<file path="config.mk">
export PLATFORM = sky130hd
export DESIGN_NAME = mem_subsystem
export DESIGN_NICKNAME = d
export VERILOG_FILES = /design/src/logic/bus_types_pkg.sv /design/src/logic/fsm_states_pkg.sv /design/src/logic/generic_bus_if.sv /design/src/logic/ext_bus_bridge.sv /design/src/logic/mem_arbiter.sv /design/src/logic/mem_subsystem.sv
export VERILOG_INCLUDE_DIRS = /design/src /design/src/logic
export SDC_FILE = /design/constraint.sdc
export NUM_CORES = 1
export LEC_CHECK = 0
export ABC_AREA = 0
export BUFFER_PORTS_ARGS = -buffer_cell sky130_fd_sc_hd__buf_2
export CAP_MARGIN = 20
export CORE_ASPECT_RATIO = 2
export CORE_UTILIZATION = 35
export CTS_CLUSTER_DIAMETER = 120
export CTS_CLUSTER_SIZE = 24
export DETAILED_ROUTE_END_ITERATION = 10
export MAX_ROUTING_LAYER = met4
export PLACE_DENSITY = 0.73
export SYNTH_ARGS = -nofsm -noshare
export SYNTH_HDL_FRONTEND = slang
export SYNTH_SLANG_ARGS = --single-unit
</file>
<file path="constraint.sdc">
create_clock -name CLK -period 5.3 [get_ports CLK]
set_clock_uncertainty 0.15 [all_clocks]
set_input_delay 0.53 -clock CLK [delete_from_list [all_inputs] [get_ports CLK]]
set_output_delay 0.53 -clock CLK [all_outputs]
set_load 0.01 [all_outputs]
</file>
<file path="src/logic/bus_params.svh">
// bus width, byte lane and memory model size macros

`ifndef BUS_PARAMS_SVH
`define BUS_PARAMS_SVH

// byte address width
`define ADDR_W 32

// data word width
`define DATA_W 32

// one write strobe per byte of the data word
`define BYTE_LANES 4

// words in the external memory model
// also bounds the random address range
`define MEM_WORDS 256

`endif

</file>
<file path="src/logic/bus_types_pkg.sv">
// package of address, data word and byte enable typedefs

`include "bus_params.svh"

package bus_types_pkg;

  // byte address on every bus
  typedef logic [`ADDR_W-1:0] addr_t;

  // one data word, read or write
  typedef logic [`DATA_W-1:0] word_t;

  // write lane mask
  // bit n enables byte n of the word
  typedef logic [`BYTE_LANES-1:0] byte_en_t;

endpackage

</file>
<file path="src/logic/fsm_states_pkg.sv">
// package of arbiter and bridge state enums

package fsm_states_pkg;

  // arbiter grant state
  // a grant holds until its transfer completes
  typedef enum logic [1:0] {
    ARB_IDLE    = 2'b00,
    ARB_SERVE_I = 2'b01,
    ARB_SERVE_D = 2'b10
  } arb_state_t;

  // bridge transfer state
  typedef enum logic [1:0] {
    BRIDGE_IDLE    = 2'b00,
    BRIDGE_ACCESS  = 2'b01,
    BRIDGE_RESPOND = 2'b10
  } bridge_state_t;

endpackage

</file>
<file path="src/logic/generic_bus_if.sv">
// request/busy bus interface with cpu and mem modports

`timescale 1ns/10ps

interface generic_bus_if;

  // request side
  bus_types_pkg::addr_t    addr;
  bus_types_pkg::word_t    wdata;
  logic                    ren;
  logic                    wen;
  bus_types_pkg::byte_en_t byte_en;

  // response side
  // busy stays high until the completing cycle
  bus_types_pkg::word_t    rdata;
  logic                    busy;

  // requester view
  modport cpu (
    output addr, wdata, ren, wen, byte_en,
    input  rdata, busy
  );

  // responder view
  modport mem (
    input  addr, wdata, ren, wen, byte_en,
    output rdata, busy
  );

endinterface

</file>
<file path="src/logic/ext_bus_bridge.sv">
// bridge that registers requests onto the external bus and returns read data

`timescale 1ns/10ps

module ext_bus_bridge (
  input  logic                    CLK,
  input  logic                    nRST,
  // granted request from the arbiter
  generic_bus_if.mem              in_bus,
  // external bus, all outputs registered
  output bus_types_pkg::addr_t    ext_addr,
  output bus_types_pkg::word_t    ext_wdata,
  output logic                    ext_ren,
  output logic                    ext_wen,
  output bus_types_pkg::byte_en_t ext_byte_en,
  input  bus_types_pkg::word_t    ext_rdata,
  input  logic                    ext_busy
);

  fsm_states_pkg::bridge_state_t state;

  // read data captured on the completing external edge
  bus_types_pkg::word_t rdata_q;

  // new request seen while idle
  logic start;

  assign start = (state == fsm_states_pkg::BRIDGE_IDLE) & (in_bus.ren | in_bus.wen);

  // control path
  always_ff @(posedge CLK, negedge nRST) begin
    if (!nRST) begin
      state   <= fsm_states_pkg::BRIDGE_IDLE;
      ext_ren <= 1'b0;
      ext_wen <= 1'b0;
    end else begin
      case (state)
        fsm_states_pkg::BRIDGE_IDLE: begin
          if (start) begin
            ext_ren <= in_bus.ren;
            ext_wen <= in_bus.wen;
            state   <= fsm_states_pkg::BRIDGE_ACCESS;
          end
        end
        // hold the request through wait states
        fsm_states_pkg::BRIDGE_ACCESS: begin
          if (!ext_busy) begin
            ext_ren <= 1'b0;
            ext_wen <= 1'b0;
            state   <= fsm_states_pkg::BRIDGE_RESPOND;
          end
        end
        // one completion cycle toward the arbiter
        fsm_states_pkg::BRIDGE_RESPOND: begin
          state <= fsm_states_pkg::BRIDGE_IDLE;
        end
        default: begin
          state <= fsm_states_pkg::BRIDGE_IDLE;
        end
      endcase
    end
  end

  // payload path
  // address and write fields only load at start
  always_ff @(posedge CLK) begin
    if (start) begin
      ext_addr    <= in_bus.addr;
      ext_wdata   <= in_bus.wdata;
      ext_byte_en <= in_bus.byte_en;
    end
    if ((state == fsm_states_pkg::BRIDGE_ACCESS) && !ext_busy) begin
      rdata_q <= ext_rdata;
    end
  end

  // busy low only in the respond cycle
  assign in_bus.busy  = (state != fsm_states_pkg::BRIDGE_RESPOND);
  assign in_bus.rdata = rdata_q;

endmodule

</file>
<file path="src/logic/mem_arbiter.sv">
// arbiter granting the instruction or data port to the shared bus

`timescale 1ns/10ps

module mem_arbiter (
  input  logic                    CLK,
  input  logic                    nRST,
  // instruction fetch port, reads only
  input  bus_types_pkg::addr_t    i_addr,
  input  logic                    i_ren,
  output bus_types_pkg::word_t    i_rdata,
  output logic                    i_busy,
  // data port
  input  bus_types_pkg::addr_t    d_addr,
  input  bus_types_pkg::word_t    d_wdata,
  input  logic                    d_ren,
  input  logic                    d_wen,
  input  bus_types_pkg::byte_en_t d_byte_en,
  output bus_types_pkg::word_t    d_rdata,
  output logic                    d_busy,
  // shared bus toward the bridge
  generic_bus_if.cpu              out_bus
);

  fsm_states_pkg::arb_state_t state;
  fsm_states_pkg::arb_state_t next_state;

  // data side asks for either direction
  logic d_req;
  // current owner of out_bus
  logic grant_i;
  logic grant_d;

  assign d_req = d_ren | d_wen;

  // grant decode
  // from idle the choice is made in the same cycle with data first
  always_comb begin
    grant_i = 1'b0;
    grant_d = 1'b0;
    case (state)
      fsm_states_pkg::ARB_IDLE: begin
        grant_d = d_req;
        grant_i = ~d_req & i_ren;
      end
      fsm_states_pkg::ARB_SERVE_I: begin
        grant_i = 1'b1;
      end
      fsm_states_pkg::ARB_SERVE_D: begin
        grant_d = 1'b1;
      end
      default: begin
        grant_i = 1'b0;
      end
    endcase
  end

  // next state
  always_comb begin
    next_state = state;
    case (state)
      fsm_states_pkg::ARB_IDLE: begin
        if (grant_d) begin
          next_state = fsm_states_pkg::ARB_SERVE_D;
        end else if (grant_i) begin
          next_state = fsm_states_pkg::ARB_SERVE_I;
        end
      end
      // release after the completing low-busy cycle
      fsm_states_pkg::ARB_SERVE_I, fsm_states_pkg::ARB_SERVE_D: begin
        if (!out_bus.busy) begin
          next_state = fsm_states_pkg::ARB_IDLE;
        end
      end
      default: begin
        next_state = fsm_states_pkg::ARB_IDLE;
      end
    endcase
  end

  always_ff @(posedge CLK, negedge nRST) begin
    if (!nRST) begin
      state <= fsm_states_pkg::ARB_IDLE;
    end else begin
      state <= next_state;
    end
  end

  // request mux onto the shared bus
  // fetch never writes, so its write fields are held inactive
  assign out_bus.addr    = grant_d ? d_addr : i_addr;
  assign out_bus.wdata   = grant_d ? d_wdata : '0;
  assign out_bus.byte_en = grant_d ? d_byte_en : '0;
  assign out_bus.ren     = grant_d ? d_ren : (grant_i & i_ren);
  assign out_bus.wen     = grant_d & d_wen;

  // read data goes to both ports
  // only the owner sees busy drop
  assign i_rdata = out_bus.rdata;
  assign d_rdata = out_bus.rdata;
  assign i_busy  = grant_i ? out_bus.busy : 1'b1;
  assign d_busy  = grant_d ? out_bus.busy : 1'b1;

endmodule

</file>
<file path="src/logic/mem_subsystem.sv">
// top level joining the arbiter and the external bus bridge

`timescale 1ns/10ps

module mem_subsystem (
  input  logic                    CLK,
  input  logic                    nRST,
  // instruction fetch port
  input  bus_types_pkg::addr_t    i_addr,
  input  logic                    i_ren,
  output bus_types_pkg::word_t    i_rdata,
  output logic                    i_busy,
  // data port
  input  bus_types_pkg::addr_t    d_addr,
  input  bus_types_pkg::word_t    d_wdata,
  input  logic                    d_ren,
  input  logic                    d_wen,
  input  bus_types_pkg::byte_en_t d_byte_en,
  output bus_types_pkg::word_t    d_rdata,
  output logic                    d_busy,
  // external memory bus
  output bus_types_pkg::addr_t    ext_addr,
  output bus_types_pkg::word_t    ext_wdata,
  output logic                    ext_ren,
  output logic                    ext_wen,
  output bus_types_pkg::byte_en_t ext_byte_en,
  input  bus_types_pkg::word_t    ext_rdata,
  input  logic                    ext_busy
);

  // arbiter to bridge
  generic_bus_if arb_bus ();

  // memory controller role
  mem_arbiter arbiter_inst (
    .CLK       (CLK),
    .nRST      (nRST),
    .i_addr    (i_addr),
    .i_ren     (i_ren),
    .i_rdata   (i_rdata),
    .i_busy    (i_busy),
    .d_addr    (d_addr),
    .d_wdata   (d_wdata),
    .d_ren     (d_ren),
    .d_wen     (d_wen),
    .d_byte_en (d_byte_en),
    .d_rdata   (d_rdata),
    .d_busy    (d_busy),
    .out_bus   (arb_bus)
  );

  // bus translator role, non-pipelined
  ext_bus_bridge bridge_inst (
    .CLK         (CLK),
    .nRST        (nRST),
    .in_bus      (arb_bus),
    .ext_addr    (ext_addr),
    .ext_wdata   (ext_wdata),
    .ext_ren     (ext_ren),
    .ext_wen     (ext_wen),
    .ext_byte_en (ext_byte_en),
    .ext_rdata   (ext_rdata),
    .ext_busy    (ext_busy)
  );

endmodule

</file>
==> flow_summary.ini <==
[global_route]
grt_max_degree = 71
antenna_found_initial = 0
grt_pass1_vias = 2869
grt_pass1_wl_um = 14500
grtUsageTotal = 0.155
grt_remaining_overflow = 0

[yosys]
yosys_warnings = 0
syn_area_sq_um = 4460
synth_nets = 392
synthCells = 251
synth-seq-cells = 106
avgSynthCellArea_sq_um = 17.8
ys_types = 32
seq_area_frac_synth = 0.708

[placement]
place_area_sq_um = 5690
port-buffer-count = 273
hpwlAfterDp_um = 8040
gp_congestion = 0.721
dp.cells = 634

[worst_setup_path]
critPathArrivalTime_ns = 2.17
cp-start-kind = register
path_max_fanout = 70
cp.required_ns = 4.62
critPathKind = reg2out
critPathCaptureType = output port

[detailed_routing]
avgViaCountPerCell = 4.52
drt-initial-drc-count = 89
drt_first_pass_iters = 4
drc = 0
vias = 2944
antenna_left = 0
routed_wl_um = 10400
wl_per_cell_um = 15.9

[clocking]
cts_setup_buffers = 0
cts_made_buffers = 9
cts_sinks = 106
cts_root_buffer = clkbuf_16
hold_buffers = 1
path_clk_slew_ns = 0.08
clk_path_buf_depth = 2
cts_tree = done
cts_resized = 0
htree_levels = 3
clock_latency_ns = 0.34

[run_status]
status = complete, no violations

[die]
placementRows = 58
initial_core_util = 0.357
die_w_um = 81.8
die-area_sq_um = 13200
floorplan.die.height_um = 162
io_pins = 274
core_area_sq_um = 12500

[run]
drv_cap = 0

[layout]
final_util = 0.480
layout.cells.non_filler = 651
nets = 637
n_fill_cell = 1120
final_cell_mix = buf_2 (273), edfxtp_1 (100), and2_1 (36), mux2_4 (32), clkbuf_16 (9)
final_common_cell = buf_2
antenna_cells = 0
fin_area_sq_um = 5990
drive_gt1_frac = 0.653
area_delta_synth_final_pct = 34.4

[sta]
finalCriticalPeriod_ns = 2.85
setup_violations = 0
finalCritPeriodShare = 0.538
slew_violations = 0
slew_headroom = 0.362
setup_tns_ns = 0
tightest_slew_ns = 0.956
rsz0062_at_grt = false
final-hold-violation-count = 0
fmax_ghz = 0.351

[pwr]
peakVddDrop_mv = 0.617
p_leak_nw = 2.74
cellPowerDensity_nw_per_um2 = 592

[worst_hold_path]
min_path_type = in2reg
[state kept, by name, summed over array words and instances, names as in the netlist]
register / flops
bridge_inst.ext_byte_en: 4
bridge_inst.in_bus.rdata: 32
arbiter_inst.state: 2
bridge_inst.ext_wen: 1
bridge_inst.state: 2
bridge_inst.ext_wdata: 32
bridge_inst.ext_addr: 32
bridge_inst.ext_ren: 1
[area by class of cell]
type	count	area, sq um	area share
inverters	7	26.3	0.00439
flip-flops and latches	106	3150	0.526
well taps	150	188	0.0313
repair buffers	275	1380	0.231
clock buffers	10	229	0.0382
multi-input cells	97	948	0.158
clock inverters	6	61.3	0.0102
[synth_stat cells (all sizes together)]
master  count  area [sq um]
clkbuf      4          15.0
or3b        1          8.76
ha          3          37.5
edfxtp    100          3000
nor2        1          3.75
o211a       1          10.0
or2         2          12.5
and2       36           225
a21o        1          7.51
o22ai       1          6.26
nor3b       1          7.51
a31o        1          8.76
o21ai       3          15.0
and4bb      2          25.0
mux2       32           480
a311o       1          10.0
inv         7          26.3
a22oi       1          7.51
o32ai       1          8.76
nand2       2          7.51
a32o        1          10.0
or3         1          6.26
nor2b       1          6.26
buf        37           323
nor4bb      1          10.0
o21a        1          7.51
dfrtp       6           150
o31a        1          8.76
o211ai      1          7.51
[power by group]
part,switching [mW],total (mW),internal (mW)
clock,0.314,0.645,0.331
sequential,0.0997,1.52,1.42
combinational,0.782,1.38,0.593
[per-stage QoR]
step           total power, mW  hold slack (ns)  setup WS [ns]
6_report                  3.54            0.207           2.45
5_1_grt                   3.75            0.189           2.29
4_1_cts                   3.60            0.190           2.39
3_5_place_dp              2.95            0.211           2.63
3_3_place_gp              2.89            0.208           2.76
2_1_floorplan             2.51           0.0844           2.63
[critical path: stages (launching register included)]
cell and delay (ns):
dfrtp_1 0.38, inv_1 0.10, ha_1 0.35, a21o_4 0.74
nand2_1 0.09, buf_2 0.17
[path summary, 6_finish.rpt]
path / endpoint / slack, ns / start / cells past startpoint
min: bridge_inst.in_bus.rdata[24] / 0.21 / ext_rdata[24] / 1
max in group asynchronous: arbiter_inst.state[0] / 4.46 / nRST / 2
max: d_busy / 2.45 / arbiter_inst.state[0] / 5
min in group asynchronous: arbiter_inst.state[1] / 0.39 / nRST / 2
min reg2reg: bridge_inst.ext_ren / 0.38 / bridge_inst.ext_ren / 1
max reg2reg: bridge_inst.ext_wdata[22] / 2.63 / arbiter_inst.state[0] / 5
[layer usage]
metal  global-route usage  part of all wire
met1                0.148              0.32
met2                0.274              0.56
met3               0.0469             0.092
met4               0.0694             0.023
met5                    -                 0
[kinds of logic (layout without fill, tap and decap cells)]
logic type | count (synthesis) | in the layout | synth area share
simple gates | 48 | 48 | 0.0702
mux | 32 | 32 | 0.108
buf+inv | 48 | 298 | 0.0817
compound gates | 14 | 14 | 0.0242
flops | 106 | 106 | 0.708
fa+ha+maj | 3 | 3 | 0.00843
No activity file was read; power rests on OpenSTA's default activity.
